==> src/rtl/icache_pkg.sv <==
// Cache geometry constants, refill FSM states and RISC-V opcodes used by predecode
`default_nettype none

package icache_pkg;

  // ------------------------------
  // Geometry
  // ------------------------------
  localparam int unsigned FETCH_AW       = 32;
  localparam int unsigned FETCH_DW       = 32;
  localparam int unsigned LINE_WIDTH     = 128;
  localparam int unsigned LINE_ALIGN     = 4;
  localparam int unsigned FETCH_ALIGN    = 2;
  localparam int unsigned WORDS_PER_LINE = LINE_WIDTH / FETCH_DW;
  localparam int unsigned L0_LINE_COUNT  = 4;
  localparam int unsigned TAG_WIDTH      = FETCH_AW - LINE_ALIGN;

  // Index widths derived from the geometry
  localparam int unsigned WORD_IDX_WIDTH = LINE_ALIGN - FETCH_ALIGN;
  localparam int unsigned L0_IDX_WIDTH   = $clog2(L0_LINE_COUNT);

  // ------------------------------
  // Refill engine states
  // ------------------------------
  typedef enum logic [1:0] {
    IDLE,
    READ,
    RESP
  } refill_state_e;

  // ------------------------------
  // Major opcodes seen by predecode
  // ------------------------------
  typedef enum logic [6:0] {
    OPC_BRANCH = 7'b1100011,
    OPC_JAL    = 7'b1101111
  } rv_opcode_e;

endpackage

`default_nettype wire

==> src/rtl/icache_l0.sv <==
// L0 instruction cache: tag and data arrays, hit path, round-robin evictor, refill arbitration
`timescale 1ns/1ps
`default_nettype none

module icache_l0 import icache_pkg::*; (
  input  logic                  clk_i,
  input  logic                  rst_ni,
  input  logic                  flush_i,
  input  logic                  prefetch_en_i,

  input  logic [FETCH_AW-1:0]   fetch_addr_i,
  input  logic                  fetch_valid_i,
  output logic [FETCH_DW-1:0]   fetch_data_o,
  output logic                  fetch_ready_o,

  output logic                  evt_hit_o,
  output logic                  evt_miss_o,
  output logic                  evt_prefetch_o,

  output logic [LINE_WIDTH-1:0] pd_line_o,
  output logic [FETCH_AW-1:0]   pd_addr_o,
  input  logic [FETCH_AW-1:0]   pd_target_i,

  output logic [FETCH_AW-1:0]   rf_req_addr_o,
  output logic                  rf_req_prefetch_o,
  output logic                  rf_req_valid_o,
  input  logic                  rf_req_ready_i,

  input  logic [LINE_WIDTH-1:0] rf_rsp_data_i,
  input  logic                  rf_rsp_valid_i
);

  logic [TAG_WIDTH-1:0]     fetch_tag;
  logic [TAG_WIDTH-1:0]     pf_tag;
  logic [TAG_WIDTH-1:0]     tag_q [L0_LINE_COUNT];
  logic [L0_LINE_COUNT-1:0] valid_q;
  logic [LINE_WIDTH-1:0]    data_q [L0_LINE_COUNT];

  logic [L0_LINE_COUNT-1:0] hit;
  logic [L0_LINE_COUNT-1:0] hit_pf;
  logic                     hit_any;
  logic                     hit_pf_any;
  logic [LINE_WIDTH-1:0]    hit_line;

  logic                     miss;
  logic                     miss_q;
  logic                     evict_miss;
  logic                     latch_pf;
  logic                     evict_req;
  logic [L0_LINE_COUNT-1:0] evict_strb;
  logic [L0_LINE_COUNT-1:0] validate_strb;
  logic [L0_IDX_WIDTH-1:0]  rr_q;

  // Pending refill bookkeeping, one refill in flight at most
  logic                     pending_q;
  logic [L0_LINE_COUNT-1:0] pending_line_q;

  logic                     pf_valid_q;
  logic [FETCH_AW-1:0]      pf_addr_q;

  assign fetch_tag = fetch_addr_i[FETCH_AW-1:LINE_ALIGN];
  assign pf_tag    = pd_target_i[FETCH_AW-1:LINE_ALIGN];

  // ------------------------------
  // Tag compare
  // ------------------------------
  for (genvar i = 0; i < L0_LINE_COUNT; i++) begin : gen_cmp
    assign hit[i]    = valid_q[i] & (tag_q[i] == fetch_tag);
    assign hit_pf[i] = valid_q[i] & (tag_q[i] == pf_tag);
  end

  assign hit_any    = |hit;
  assign hit_pf_any = |hit_pf;
  assign miss       = fetch_valid_i & ~hit_any & ~pending_q;

  // Only the first cycle of a miss picks a victim
  assign evict_miss = miss & ~miss_q;

  // Prefetch when the current hit points at an absent line
  assign latch_pf   = prefetch_en_i & fetch_valid_i & hit_any & ~hit_pf_any & ~pending_q;
  assign evict_req  = evict_miss | latch_pf;

  // ------------------------------
  // Arrays
  // ------------------------------
  always_ff @(posedge clk_i or negedge rst_ni) begin
    if (!rst_ni) begin
      valid_q <= '0;
      for (int i = 0; i < L0_LINE_COUNT; i++) begin
        tag_q[i] <= '0;
      end
    end else begin
      for (int i = 0; i < L0_LINE_COUNT; i++) begin
        if (evict_strb[i]) begin
          // Victim gets its new tag now and stays invalid until the refill lands
          valid_q[i] <= 1'b0;
          tag_q[i]   <= latch_pf ? pf_tag : fetch_tag;
        end else if (validate_strb[i]) begin
          valid_q[i] <= 1'b1;
        end
      end
      if (flush_i) begin
        valid_q <= '0;
      end
    end
  end

  always_ff @(posedge clk_i) begin
    for (int i = 0; i < L0_LINE_COUNT; i++) begin
      if (validate_strb[i]) begin
        data_q[i] <= rf_rsp_data_i;
      end
    end
  end

  // Hit line select and word select
  always_comb begin
    hit_line = '0;
    for (int i = 0; i < L0_LINE_COUNT; i++) begin
      hit_line |= {LINE_WIDTH{hit[i]}} & data_q[i];
    end
  end

  assign fetch_data_o  = hit_line[fetch_addr_i[LINE_ALIGN-1:FETCH_ALIGN]*FETCH_DW +: FETCH_DW];
  assign fetch_ready_o = hit_any;

  assign pd_line_o = hit_line;
  assign pd_addr_o = fetch_addr_i;

  // ------------------------------
  // Evictor and refill tracking
  // ------------------------------
  assign evict_strb    = evict_req ? (L0_LINE_COUNT'(1) << rr_q) : '0;
  assign validate_strb = rf_rsp_valid_i ? pending_line_q : '0;

  always_ff @(posedge clk_i or negedge rst_ni) begin
    if (!rst_ni) begin
      rr_q           <= '0;
      miss_q         <= 1'b0;
      pending_q      <= 1'b0;
      pending_line_q <= '0;
      pf_valid_q     <= 1'b0;
    end else begin
      miss_q <= miss;
      if (evict_req) begin
        rr_q           <= rr_q + 1'b1;
        pending_line_q <= evict_strb;
      end
      if (pending_q) begin
        if (rf_rsp_valid_i) begin
          pending_q <= 1'b0;
        end
      end else if ((miss && rf_req_ready_i) || latch_pf) begin
        pending_q <= 1'b1;
      end
      // Held prefetch leaves once the engine takes it
      if (latch_pf) begin
        pf_valid_q <= 1'b1;
      end else if (rf_req_ready_i && !miss) begin
        pf_valid_q <= 1'b0;
      end
    end
  end

  always_ff @(posedge clk_i) begin
    if (latch_pf) begin
      pf_addr_q <= {pf_tag, {LINE_ALIGN{1'b0}}};
    end
  end

  // Miss wins over a held prefetch
  assign rf_req_valid_o    = miss | pf_valid_q;
  assign rf_req_prefetch_o = ~miss;
  assign rf_req_addr_o     = miss ? {fetch_tag, {LINE_ALIGN{1'b0}}} : pf_addr_q;

  // ------------------------------
  // Events
  // ------------------------------
  assign evt_hit_o      = fetch_valid_i & hit_any;
  assign evt_miss_o     = evict_miss;
  assign evt_prefetch_o = latch_pf;

  // ------------------------------
  // Assertions
  // ------------------------------
  a_hit_onehot: assert property (@(posedge clk_i) disable iff (!rst_ni)
    $onehot0(hit));

  // Core must hold the fetch until it is served
  a_fetch_stable: assert property (@(posedge clk_i) disable iff (!rst_ni)
    fetch_valid_i && !fetch_ready_o |=> fetch_valid_i && $stable(fetch_addr_i));

  a_evict_exclusive: assert property (@(posedge clk_i) disable iff (!rst_ni)
    !(evict_miss && latch_pf));

endmodule

`default_nettype wire

==> src/rtl/icache_predecode.sv <==
// Line predecoder: finds the first taken branch or JAL and computes the prefetch line address
`timescale 1ns/1ps
`default_nettype none

module icache_predecode import icache_pkg::*; (
  input  logic [LINE_WIDTH-1:0] pd_line_i,
  input  logic [FETCH_AW-1:0]   pd_addr_i,
  output logic [FETCH_AW-1:0]   pd_target_o
);

  logic [WORDS_PER_LINE-1:0] is_branch;
  logic [WORDS_PER_LINE-1:0] is_jal;
  logic [WORDS_PER_LINE-1:0] mask;
  logic [WORD_IDX_WIDTH-1:0] sel_idx;
  logic                      found;
  logic [FETCH_DW-1:0]       sel_word;
  logic [FETCH_AW-1:0]       j_imm;
  logic [FETCH_AW-1:0]       b_imm;
  logic [FETCH_AW-1:0]       base_addr;
  logic [FETCH_AW-1:0]       offset;
  logic [FETCH_AW-1:0]       sum;

  // ------------------------------
  // Per-word classification
  // ------------------------------
  always_comb begin
    rv_opcode_e          opc;
    logic [FETCH_DW-1:0] word;
    for (int i = 0; i < WORDS_PER_LINE; i++) begin
      word = pd_line_i[i*FETCH_DW +: FETCH_DW];
      opc  = rv_opcode_e'(word[6:0]);
      is_jal[i] = (opc == OPC_JAL);
      // Static prediction: backward conditional branches are taken
      // funct3 010 and 011 are not branches
      is_branch[i] = (opc == OPC_BRANCH) && (word[14:13] != 2'b01) && word[31];
    end
  end

  // Ignore words before the fetch word
  assign mask = {WORDS_PER_LINE{1'b1}} << pd_addr_i[LINE_ALIGN-1:FETCH_ALIGN];

  // Lowest taken word wins
  always_comb begin
    found   = 1'b0;
    sel_idx = '0;
    for (int i = WORDS_PER_LINE - 1; i >= 0; i--) begin
      if (mask[i] && (is_branch[i] || is_jal[i])) begin
        found   = 1'b1;
        sel_idx = WORD_IDX_WIDTH'(i);
      end
    end
  end

  // ------------------------------
  // Target address
  // ------------------------------
  assign sel_word = pd_line_i[sel_idx*FETCH_DW +: FETCH_DW];

  assign j_imm = {{(FETCH_AW-21){sel_word[31]}}, sel_word[31], sel_word[19:12],
                  sel_word[20], sel_word[30:21], 1'b0};
  assign b_imm = {{(FETCH_AW-13){sel_word[31]}}, sel_word[31], sel_word[7],
                  sel_word[30:25], sel_word[11:8], 1'b0};

  always_comb begin
    if (found) begin
      base_addr = {pd_addr_i[FETCH_AW-1:LINE_ALIGN], sel_idx, {FETCH_ALIGN{1'b0}}};
      offset    = is_jal[sel_idx] ? j_imm : b_imm;
    end else begin
      // Next sequential line
      base_addr = pd_addr_i;
      offset    = FETCH_AW'(1 << LINE_ALIGN);
    end
  end

  assign sum         = base_addr + offset;
  assign pd_target_o = {sum[FETCH_AW-1:LINE_ALIGN], {LINE_ALIGN{1'b0}}};

endmodule

`default_nettype wire

==> src/rtl/icache_refill_wb.sv <==
// Refill engine: line request to four Wishbone classic single-word reads, line assembly
`timescale 1ns/1ps
`default_nettype none

module icache_refill_wb import icache_pkg::*; (
  input  logic                  clk_i,
  input  logic                  rst_ni,

  input  logic [FETCH_AW-1:0]   rf_req_addr_i,
  input  logic                  rf_req_prefetch_i,
  input  logic                  rf_req_valid_i,
  output logic                  rf_req_ready_o,

  output logic [LINE_WIDTH-1:0] rf_rsp_data_o,
  output logic                  rf_rsp_valid_o,

  output logic [FETCH_AW-1:0]   wb_adr_o,
  output logic                  wb_cyc_o,
  output logic                  wb_stb_o,
  input  logic [FETCH_DW-1:0]   wb_dat_i,
  input  logic                  wb_ack_i
);

  refill_state_e             state_q;
  logic [TAG_WIDTH-1:0]      base_q;
  logic [WORD_IDX_WIDTH-1:0] beat_q;
  logic                      cyc_q;
  logic                      pf_q;
  logic [LINE_WIDTH-1:0]     line_q;

  // Refill counters, all and prefetch only
  int unsigned               refill_cnt_q;
  int unsigned               pf_cnt_q;

  // ------------------------------
  // FSM
  // ------------------------------
  always_ff @(posedge clk_i or negedge rst_ni) begin
    if (!rst_ni) begin
      state_q      <= IDLE;
      beat_q       <= '0;
      cyc_q        <= 1'b0;
      pf_q         <= 1'b0;
      refill_cnt_q <= 0;
      pf_cnt_q     <= 0;
    end else begin
      case (state_q)
        IDLE: begin
          if (rf_req_valid_i) begin
            state_q <= READ;
            cyc_q   <= 1'b1;
            beat_q  <= '0;
            pf_q    <= rf_req_prefetch_i;
          end
        end
        READ: begin
          if (cyc_q && wb_ack_i) begin
            // Drop the cycle between beats
            cyc_q  <= 1'b0;
            beat_q <= beat_q + 1'b1;
            if (beat_q == '1) begin
              state_q <= RESP;
            end
          end else if (!cyc_q) begin
            cyc_q <= 1'b1;
          end
        end
        RESP: begin
          state_q      <= IDLE;
          refill_cnt_q <= refill_cnt_q + 1;
          if (pf_q) begin
            pf_cnt_q <= pf_cnt_q + 1;
          end
        end
        default: state_q <= IDLE;
      endcase
    end
  end

  // Line base and data assembly, lowest word arrives first
  always_ff @(posedge clk_i) begin
    if (state_q == IDLE && rf_req_valid_i) begin
      base_q <= rf_req_addr_i[FETCH_AW-1:LINE_ALIGN];
    end
    if (state_q == READ && cyc_q && wb_ack_i) begin
      line_q <= {wb_dat_i, line_q[LINE_WIDTH-1:FETCH_DW]};
    end
  end

  assign rf_req_ready_o = (state_q == IDLE);
  assign rf_rsp_valid_o = (state_q == RESP);
  assign rf_rsp_data_o  = line_q;

  assign wb_adr_o = {base_q, beat_q, {FETCH_ALIGN{1'b0}}};
  assign wb_cyc_o = cyc_q;
  assign wb_stb_o = cyc_q;

  // ------------------------------
  // Assertions
  // ------------------------------
  a_stb_cyc: assert property (@(posedge clk_i) disable iff (!rst_ni)
    wb_stb_o |-> wb_cyc_o);

  a_adr_stable: assert property (@(posedge clk_i) disable iff (!rst_ni)
    wb_stb_o && !wb_ack_i |=> $stable(wb_adr_o));

  a_rsp_single: assert property (@(posedge clk_i) disable iff (!rst_ni)
    rf_rsp_valid_o |=> !rf_rsp_valid_o);

  // Prefetch refills are a subset of all refills
  a_pf_count: assert property (@(posedge clk_i) disable iff (!rst_ni)
    pf_cnt_q <= refill_cnt_q);

endmodule

`default_nettype wire

==> src/rtl/icache_top.sv <==
// Instruction cache top level: L0 cache, predecoder and Wishbone refill engine
`timescale 1ns/1ps
`default_nettype none

module icache_top import icache_pkg::*; (
  input  logic                clk_i,
  input  logic                rst_ni,
  input  logic                flush_i,
  input  logic                prefetch_en_i,

  input  logic [FETCH_AW-1:0] fetch_addr_i,
  input  logic                fetch_valid_i,
  output logic [FETCH_DW-1:0] fetch_data_o,
  output logic                fetch_ready_o,

  output logic                evt_hit_o,
  output logic                evt_miss_o,
  output logic                evt_prefetch_o,

  output logic [FETCH_AW-1:0] wb_adr_o,
  output logic                wb_cyc_o,
  output logic                wb_stb_o,
  input  logic [FETCH_DW-1:0] wb_dat_i,
  input  logic                wb_ack_i
);

  logic [LINE_WIDTH-1:0] pd_line;
  logic [FETCH_AW-1:0]   pd_addr;
  logic [FETCH_AW-1:0]   pd_target;

  logic [FETCH_AW-1:0]   rf_req_addr;
  logic                  rf_req_prefetch;
  logic                  rf_req_valid;
  logic                  rf_req_ready;
  logic [LINE_WIDTH-1:0] rf_rsp_data;
  logic                  rf_rsp_valid;

  icache_l0 i_l0 (
    .clk_i             (clk_i),
    .rst_ni            (rst_ni),
    .flush_i           (flush_i),
    .prefetch_en_i     (prefetch_en_i),
    .fetch_addr_i      (fetch_addr_i),
    .fetch_valid_i     (fetch_valid_i),
    .fetch_data_o      (fetch_data_o),
    .fetch_ready_o     (fetch_ready_o),
    .evt_hit_o         (evt_hit_o),
    .evt_miss_o        (evt_miss_o),
    .evt_prefetch_o    (evt_prefetch_o),
    .pd_line_o         (pd_line),
    .pd_addr_o         (pd_addr),
    .pd_target_i       (pd_target),
    .rf_req_addr_o     (rf_req_addr),
    .rf_req_prefetch_o (rf_req_prefetch),
    .rf_req_valid_o    (rf_req_valid),
    .rf_req_ready_i    (rf_req_ready),
    .rf_rsp_data_i     (rf_rsp_data),
    .rf_rsp_valid_i    (rf_rsp_valid)
  );

  icache_predecode i_predecode (
    .pd_line_i   (pd_line),
    .pd_addr_i   (pd_addr),
    .pd_target_o (pd_target)
  );

  icache_refill_wb i_refill (
    .clk_i             (clk_i),
    .rst_ni            (rst_ni),
    .rf_req_addr_i     (rf_req_addr),
    .rf_req_prefetch_i (rf_req_prefetch),
    .rf_req_valid_i    (rf_req_valid),
    .rf_req_ready_o    (rf_req_ready),
    .rf_rsp_data_o     (rf_rsp_data),
    .rf_rsp_valid_o    (rf_rsp_valid),
    .wb_adr_o          (wb_adr_o),
    .wb_cyc_o          (wb_cyc_o),
    .wb_stb_o          (wb_stb_o),
    .wb_dat_i          (wb_dat_i),
    .wb_ack_i          (wb_ack_i)
  );

endmodule

`default_nettype wire

==> config.mk <==
export PLATFORM = sky130hd
export DESIGN_NAME = icache_top
export DESIGN_NICKNAME = d
export VERILOG_FILES = /design/src/rtl/icache_pkg.sv /design/src/rtl/icache_l0.sv /design/src/rtl/icache_predecode.sv /design/src/rtl/icache_refill_wb.sv /design/src/rtl/icache_top.sv
export SDC_FILE = /design/constraint.sdc
export NUM_CORES = 1
export LEC_CHECK = 0
export BUFFER_PORTS_ARGS = -buffer_cell sky130_fd_sc_hd__buf_2
export CORE_MARGIN = 2
export CORE_UTILIZATION = 25
export DETAILED_ROUTE_END_ITERATION = 10
export PLACE_DENSITY_LB_ADDON = 0.08
export SLEW_MARGIN = 20
export SYNTH_ARGS = -nofsm -noshare
export SYNTH_HDL_FRONTEND = slang
export SYNTH_SLANG_ARGS = --single-unit
==> constraint.sdc <==
create_clock -name clk_i -period 15.6 [get_ports clk_i]
set_input_delay 2.34 -clock clk_i [delete_from_list [all_inputs] [get_ports clk_i]]
set_output_delay 2.34 -clock clk_i [all_outputs]
set_load 0.03 [all_outputs]
==> load_flow_metrics.sql, run 1 <==
INSERT INTO impl_metrics (metric_group, metric, value, unit) VALUES
('status', 'status', 'completed', ''),
('die', 'std_cell_rows', '144', ''),
('synthesis', 'yosys_warnings', '0', ''),
('cts', 'post-cts-setup-buffer-count', '0', ''),
('die', 'floorplan.die_area', '158000', 'um^2'),
('synthesis', 'synth_area_leader', 'edfxtp_1', ''),
('grt', 'groute.layer.met2.usage', '27.4', '%'),
('synthesis', 'synth_cells', '2960', ''),
('timing', 'worst_slew_pin_slew', '1.10', 'ns'),
('job', 'max_cap_viol_count', '0', ''),
('synthesis', 'synth.area.top_cells', 'edfxtp_1 (54%), dfrtp_1 (8.4%), nand2_1 (4.4%)', ''),
('grt', 'number_of_antenna_violations_at_the_first_check_in_global_routing', '11', ''),
('placement', 'buffer_ports.inserted', '135', ''),
('worst_setup_path', 'critical_path.max_fanout', '22', ''),
('synthesis', 'syn_area_per_cell', '13.1', 'um^2'),
('drt', 'total_iterations_of_the_first_detailed_routing_run', '9', ''),
('worst_hold_path', 'min_path_type', 'register to register', ''),
('grt', 'grt_most_used_layer', 'met2', ''),
('drt', 'vias_per_cell', '4.94', ''),
('cells_and_area', 'layout.nets', '3184', ''),
('worst_setup_path', 'crit_path_start_kind', 'input pin', ''),
('timing', 'fin_crit', '14.98', 'ns'),
('worst_setup_path', 'setup.worst_path.class', 'input pin to output pin', ''),
('synthesis', 'synth_top_area_share', '53.9', '%'),
('synthesis', 'netlist-cell-type-count', '94', ''),
('placement', 'hpwl_dp', '86600', 'um'),
('power', 'worst_ir_drop_vdd', '0.0000883', 'V'),
('cts', 'cts.sinks', '826', ''),
('grt', 'first_global_vias', '25700', ''),
('die', 'fp.dieH', '398', 'um'),
('worst_setup_path', 'arrival', '12.64', 'ns'),
('power', 'total_leakage_power', '15.5', 'nW'),
('cts', 'numCtsBuffers', '99', ''),
('timing', 'final-max-slew-violation-count', '0', ''),
('timing', 'timing.final.setup_violations', '0', ''),
('timing', 'max_freq', '66.8', 'MHz'),
('die', 'die_width', '398', 'um'),
('grt', 'gr-total-overflow', '0', ''),
('cts', 'clk_pin_slew', '0.06', 'ns'),
('cts', 'postCtsHoldBufs', '0', ''),
('cts', 'clkLatencyLatePin', '0.72', 'ns'),
('drt', 'routed_wirelength', '135000', 'um'),
('timing', 'timing.final.crit_share', '96.0', '%'),
('cts', 'cts-resized-gates', '0', ''),
('timing', 'whs', '0.490', 'ns'),
('grt', 'grt_util_all_layers', '16.8', '%'),
('die', 'core-area', '154000', 'um^2'),
('worst_setup_path', 'regToRegSetupSlack', '3.23', 'ns'),
('worst_setup_path', 'end_kind', 'output pin', ''),
('timing', 'fin_setup_tns', '0', 'ns'),
('synthesis', 'synth_enable_flop_cells', '696', ''),
('timing', 'max_slew_margin', '26.5', '%'),
('grt', 'use_met1', '22.7', '%'),
('cts', 'tritoncts', 'built', ''),
('worst_setup_path', 'worst_path_largest_cell_delay', '0.57', 'ns'),
('grt', 'grt_first_pass_wirelength', '193000', 'um'),
('synthesis', 'synth-main-ff-cell', 'edfxtp_1', ''),
('cells_and_area', 'drive_above_1_share', '15.6', '%'),
('worst_setup_path', 'timing.critical_path.required', '13.26', 'ns'),
('cts', 'htree_num_levels', '3', ''),
('worst_setup_path', 'cpMostUsedCell', 'buf_4', ''),
('die', 'io_pins', '140', ''),
('drt', 'routed_wire_length_per_instance', '25.9', 'um'),
('synthesis', 'post_synthesis_cell_area', '38800', 'um^2'),
('synthesis', 'seq_area_frac_synth', '62.3', '%'),
('timing', 'clock-skew-final', '0.0684', 'ns'),
('worst_setup_path', 'critPathSlowestCell', 'nor4_1', ''),
('timing', 'hold_viol_final', '0', ''),
('drt', 'route.antenna.remaining_nets', '0', ''),
('die', 'initial_utilization', '25.2', '%'),
('cts', 'clockRootBuffer', 'clkbuf_16', ''),
('drt', 'drt_iter0_drc', '2429', ''),
('cells_and_area', 'flow.area_growth_from_synthesis', '16.0', '%'),
('drt', 'route.vias.total', '25700', ''),
('synthesis', 'ys_ff_latch', '826', ''),
('timing', 'unrepaired_setup_endpoints_after_global_routing', 'false', ''),
('cts', 'cts-root-to-sink-buffers', '3', ''),
('grt', 'grt_start_max_net_pins', '121', ''),
('grt', 'grt_use_met3', '3.35', '%'),
('placement', 'gp_routability_congestion', '0.879', ''),
('synthesis', 'synth_async_sr_flop_share', '15.7', '%'),
('power', 'power_per_cell_area', '135', 'nW/um^2'),
('drt', 'remaining_routing_drc_violations', '0', '');
per-stage QoR:
stage	worst slack (ns)	power, mW	util [%]	area (um^2)	std cells
CTS	0.335	6.16	29.2	45000	5201
detailed placement	0.353	3.90	27.2	41900	5023
finish	0.622	6.06	29.2	45000	5205
global route	0.0579	6.35	29.2	45000	5203
floorplan	3.07	3.51	-	38800	2961
global placement	0.286	3.87	27.2	41900	5023
metal layers:
metal	routed length, um	vias to the layer above	part of all wire [%]
met5	101	-	0.075
met2	64200	743	48
met4	2940	16	2.2
met1	60000	13200	44
li1	-	11600	-
met3	7750	166	5.7
final cells by class:
| type | instances | area [um^2] |
|---|---|---|
| Clock buffer | 136 | 2650 |
| Inverter | 84 | 323 |
| Multi-Input combinational cell | 1831 | 13300 |
| Fill cell | 15600 | 109000 |
| Clock inverter | 42 | 472 |
| Tap cell | 2044 | 2560 |
| Antenna cell | 4 | 10.0 |
| Timing Repair Buffer | 238 | 1520 |
| Sequential cell | 826 | 24200 |
logic make-up after synthesis:
group	after synthesis	share of synthesized area, %
buffers and inverters	304	3.55
and+or+nand+nor	931	12.2
other	1	0.00967
AOI/OAI and AO/OA	559	11.5
adders and majority gates	34	1.10
muxes	74	3.66
xor gates and xnor gates	231	5.74
DFF	826	62.3
where the power goes:
group	leakage (nW)	switching (mW)	internal (mW)	total, mW
logic	5.91	0.643	0.328	0.971
clock network	1.50	0.936	1.29	2.22
registers	8.09	0.191	2.68	2.87
Yosys cell counts, types with 11 or more instances:
library cell / n
a21o_1: 17
nor2b_1: 11
edfxtp_1: 696
nand4_1: 41
o2111ai_1: 33
nand3_1: 99
nand2_1: 452
dfrtp_1: 130
ha_1: 34
nor3_1: 23
o21ai_0: 136
nor2_1: 103
xor2_1: 29
and3b_1: 100
a222oi_1: 102
buf_2: 69
xnor2_1: 187
inv_1: 83
and2_1: 15
buf_6: 16
xnor3_1: 12
nand2b_1: 11
clkbuf_1: 118
mux4_2: 53
o21a_1: 17
a311oi_1: 102
a21oi_1: 38
cells in the final DEF (no fill, tap or decap), types with 53 or more instances in the layout:
| cell type | count |
|---|---|
| a222oi_1 | 102 |
| a311oi_1 | 102 |
| and3b_1 | 100 |
| buf_2 | 133 |
| buf_4 | 99 |
| clkbuf_16 | 99 |
| dfrtp_1 | 130 |
| edfxtp_1 | 696 |
| inv_1 | 82 |
| mux4_2 | 53 |
| nand2_1 | 452 |
| nand3_1 | 99 |
| nor2_1 | 103 |
| o21ai_0 | 136 |
| xnor2_1 | 187 |
sequential cells by signal (all words and copies together) (netlist names):
register / count
i_l0.data_q: 512
i_l0.miss_q: 1
i_l0.pending_line_q: 4
i_l0.pending_q: 1
i_l0.pf_addr_q: 28
i_l0.pf_valid_q: 1
i_l0.rr_q: 2
i_l0.tag_q: 112
i_l0.valid_q: 4
i_refill.base_q: 28
i_refill.beat_q: 2
i_refill.rf_rsp_data_o: 128
i_refill.state_q: 2
i_refill.wb_cyc_o: 1
worst paths after layout:
path / startpoint / to / depth (start not counted)
worst min register to register: i_refill.rf_rsp_data_o[9]$_DFFE_PP_ / i_l0.data_q[0][9]$_DFFE_PP_ / 0
max in group asynchronous: rst_ni / i_l0.tag_q[102]$_DFFE_PN0P_ / 2
worst max-delay path: fetch_addr_i[4] / evt_prefetch_o / 34
min in group asynchronous: rst_ni / i_refill.beat_q[0]$_DFFE_PN0P_ / 1
worst max register to register: i_l0.tag_q[56]$_DFFE_PN0P_ / i_l0.pending_line_q[2]$_DFFE_PN0P_ / 36
worst min-delay path: i_refill.rf_rsp_data_o[9]$_DFFE_PP_ / i_l0.data_q[0][9]$_DFFE_PP_ / 0
critical path: cells and delay by family:
kind	cells	cell delay, ns
and+or+nand+nor	12	3.65
AOI/OAI and AO/OA	9	2.82
buffers and inverters	9	1.94
muxes	2	0.95
xor gates and xnor gates	1	0.48
adders and majority gates	1	0.41
No activity file was read; power rests on OpenSTA's default activity.
==> run 2, diff against run 1 <==
RECOVER_POWER = 50   (was not set)
==> run 2 against run 1 <==
Against the previous run:
- the flow now finishes with violations (max-capacitance violations, max-slew violations)
- critical path depth unchanged
- cell count unchanged
- die area is the same
- sequential share of layout area rose by 0.078 points
- setup slack got worse by 0.053 ns
- combinational power hardly changed
- flip-flop and latch count unchanged
- count of clock-buffer cells in the layout did not move
- fmax down 0.35%
- register-to-register slack worse by 0.06 ns
- routed wire length is 0.19% higher
- sequential power about the same
- critical endpoint unchanged
==> load_flow_metrics.sql, run 2 (synthesis results as in run 1) <==
INSERT INTO impl_metrics (metric_group, metric, value, unit) VALUES
('worst_hold_path', 'min_path_type', 'register to register', ''),
('cts', 'numCtsBuffers', '99', ''),
('worst_setup_path', 'crit_path_start_kind', 'input pin', ''),
('worst_setup_path', 'worst_path_largest_cell_delay', '0.62', 'ns'),
('cells_and_area', 'ff_latch_area', '24200', 'um^2'),
('die', 'std_cell_rows', '144', ''),
('drt', 'drt_iter0_drc', '2382', ''),
('worst_setup_path', 'worst_r2r_endpoint', 'i_l0.pending_line_q[2]$_DFFE_PN0P_', ''),
('die', 'die_width', '398', 'um'),
('worst_setup_path', 'end_kind', 'output pin', ''),
('cts', 'clockRootBuffer', 'clkbuf_16', ''),
('grt', 'grt_start_max_net_pins', '121', ''),
('die', 'initial_utilization', '25.2', '%'),
('cts', 'cts.sinks', '826', ''),
('timing', 'unrepaired_setup_endpoints_after_global_routing', 'false', ''),
('cts', 'clk_pin_slew', '0.06', 'ns'),
('status', 'status', 'finished, violations left', ''),
('drt', 'routed_wirelength', '135000', 'um'),
('worst_setup_path', 'setup.worst_path.start', 'fetch_addr_i[4]', ''),
('placement', 'hpwl_dp', '86600', 'um'),
('power', 'total_leakage_power', '15.4', 'nW'),
('drt', 'vias_per_cell', '4.93', ''),
('worst_setup_path', 'regToRegSetupSlack', '3.17', 'ns'),
('job', 'max_cap_viol_count', '6', ''),
('worst_hold_path', 'worst_hold_path.num_cells', '0', ''),
('timing', 'final-max-slew-violation-count', '395', ''),
('timing', 'worst_slew_pin_slew', '9.34', 'ns'),
('die', 'io_pins', '140', ''),
('worst_setup_path', 'arrival', '12.69', 'ns'),
('grt', 'first_global_vias', '25700', ''),
('drt', 'route.antenna.remaining_nets', '0', ''),
('worst_setup_path', 'timing.critical_path.required', '13.26', 'ns'),
('worst_setup_path', 'critPathSlowestCell', 'nor4_1', ''),
('power', 'power_per_cell_area', '135', 'nW/um^2'),
('grt', 'number_of_antenna_violations_at_the_first_check_in_global_routing', '11', ''),
('worst_setup_path', 'cpMostUsedCell', 'buf_4', ''),
('worst_setup_path', 'crit-reg2reg-launch', 'i_l0.tag_q[56]$_DFFE_PN0P_', ''),
('cells_and_area', 'layout.nets', '3184', ''),
('grt', 'grt_first_pass_wirelength', '193000', 'um'),
('status', 'violations', 'max-capacitance violations, max-slew violations', ''),
('timing', 'clock-skew-final', '0.0687', 'ns'),
('die', 'core-area', '154000', 'um^2'),
('timing', 'hold_viol_final', '0', ''),
('drt', 'remaining_routing_drc_violations', '0', ''),
('cells_and_area', 'largest-register', 'i_l0.data_q', ''),
('power', 'post-layout-total-power', '6.07', 'mW'),
('timing', 'fin_setup_tns', '0', 'ns'),
('worst_setup_path', 'setup.worst_path.class', 'input pin to output pin', ''),
('worst_setup_path', 'worstRegToRegCells', '36', ''),
('die', 'fp.dieH', '398', 'um'),
('cells_and_area', 'layout.cells.most_common', 'edfxtp_1', ''),
('worst_setup_path', 'critical_path.max_fanout', '22', ''),
('cts', 'tritoncts', 'built', ''),
('cts', 'htree_num_levels', '3', ''),
('drt', 'routed_wire_length_per_instance', '26.0', 'um'),
('placement', 'buffer_ports.inserted', '135', ''),
('worst_setup_path', 'critPathCapture', 'evt_prefetch_o', ''),
('timing', 'timing.final.setup_violations', '0', ''),
('drt', 'total_iterations_of_the_first_detailed_routing_run', '7', ''),
('cells_and_area', 'flow.area_growth_from_synthesis', '15.9', '%'),
('grt', 'gr-total-overflow', '0', ''),
('timing', 'max_freq', '66.5', 'MHz'),
('placement', 'gp_routability_congestion', '0.879', ''),
('cts', 'clkLatencyLatePin', '0.72', 'ns'),
('power', 'worst_ir_drop_vdd', '0.0000885', 'V'),
('cells_and_area', 'final_cell_mix', 'edfxtp_1 (696), nand2_1 (452), xnor2_1 (187), o21ai_0 (136), dfrtp_1 (130)', ''),
('timing', 'max_slew_margin', '-523', '%'),
('die', 'floorplan.die_area', '158000', 'um^2'),
('grt', 'grt_util_all_layers', '16.8', '%'),
('drt', 'route.vias.total', '25700', ''),
('timing', 'fin_crit', '15.03', 'ns'),
('cells_and_area', 'nFillCells', '15600', ''),
('cts', 'post-cts-setup-buffer-count', '0', ''),
('cells_and_area', 'largest_register_ff_count', '512', ''),
('timing', 'timing.final.crit_share', '96.4', '%'),
('cells_and_area', 'area_of_the_multi_input_gates', '13300', 'um^2'),
('cells_and_area', 'drive_above_1_share', '15.0', '%'),
('cts', 'cts-root-to-sink-buffers', '3', '');
[run 2: cell count changes in the layout (fill, tap and decap cells not counted), sizes merged]
cell | before | now
buf | 238 | 225
clkbuf | 136 | 149
[run 2: how the worst min path moves through the flow]
stage / startpoint / endpoint / slack (ns)
after global placement: i_refill.rf_rsp_data_o[9]$_DFFE_PP_ / i_l0.data_q[1][9]$_DFFE_PP_ / 0.46
after detailed placement: i_refill.rf_rsp_data_o[30]$_DFFE_PP_ / i_l0.data_q[1][30]$_DFFE_PP_ / 0.48
after floorplan: i_refill.rf_rsp_data_o[0]$_DFFE_PP_ / i_l0.data_q[0][0]$_DFFE_PP_ / 0.46
after CTS: i_refill.rf_rsp_data_o[30]$_DFFE_PP_ / i_l0.data_q[1][30]$_DFFE_PP_ / 0.50
final: i_refill.rf_rsp_data_o[9]$_DFFE_PP_ / i_l0.data_q[0][9]$_DFFE_PP_ / 0.49
after global routing: i_refill.rf_rsp_data_o[0]$_DFFE_PP_ / i_l0.data_q[1][0]$_DFFE_PP_ / 0.51
[run 2: what timing repair did]
| action | 4_1_cts | 5_1_grt |
|---|---|---|
| hold buffers | 0 | 0 |
| endpoints found under the setup margin | 0 | 1 |
| gates resized for setup | 0 | 1 |
[run 2: per-stage QoR]
stage	hold slack [ns]	cells	setup slack [ns]	utilization [%]	cell area, um^2
final	0.491	5205	0.569	29.2	44900
after floorplan	0.459	2961	3.07	-	38800
after global routing	0.512	5203	0.0579	29.2	44900
after global placement	0.465	5023	0.286	27.2	41900
after detailed placement	0.481	5023	0.353	27.2	41900
after CTS	0.495	5201	0.335	29.2	45000
[run 2: routing by layer]
layer	track usage (%)	routed length, um
met5	0	101
met1	22.7	60300
met2	27.4	64500
met4	4.15	2870
met3	3.35	7520
[run 2: critical path, delay by kind of cell]
kind | cells | cell delay, ns
mux | 2 | 0.93
xor+xnor | 1 | 0.48
compound gates | 9 | 2.83
fa+ha+maj | 1 | 0.41
simple gates | 12 | 3.69
buf+inv | 9 | 1.93
[run 2: report_power, final]
group / switching (mW) / internal (mW) / total, mW
registers: 0.191 / 2.68 / 2.87
clock network: 0.937 / 1.29 / 2.23
logic: 0.645 / 0.327 / 0.972
total: 1.77 / 4.29 / 6.07
[run 2: layout make-up]
cell class                 instances  share of cell area (%)
sequential                       826                    53.8
multi-input combinational       1831                    29.6
clock buffer                     136                    5.89
tap                             2044                    5.69
timing repair buffer             238                    3.26
clock inverter                    42                    1.05
inverter                          84                   0.719
antenna                            4                  0.0223
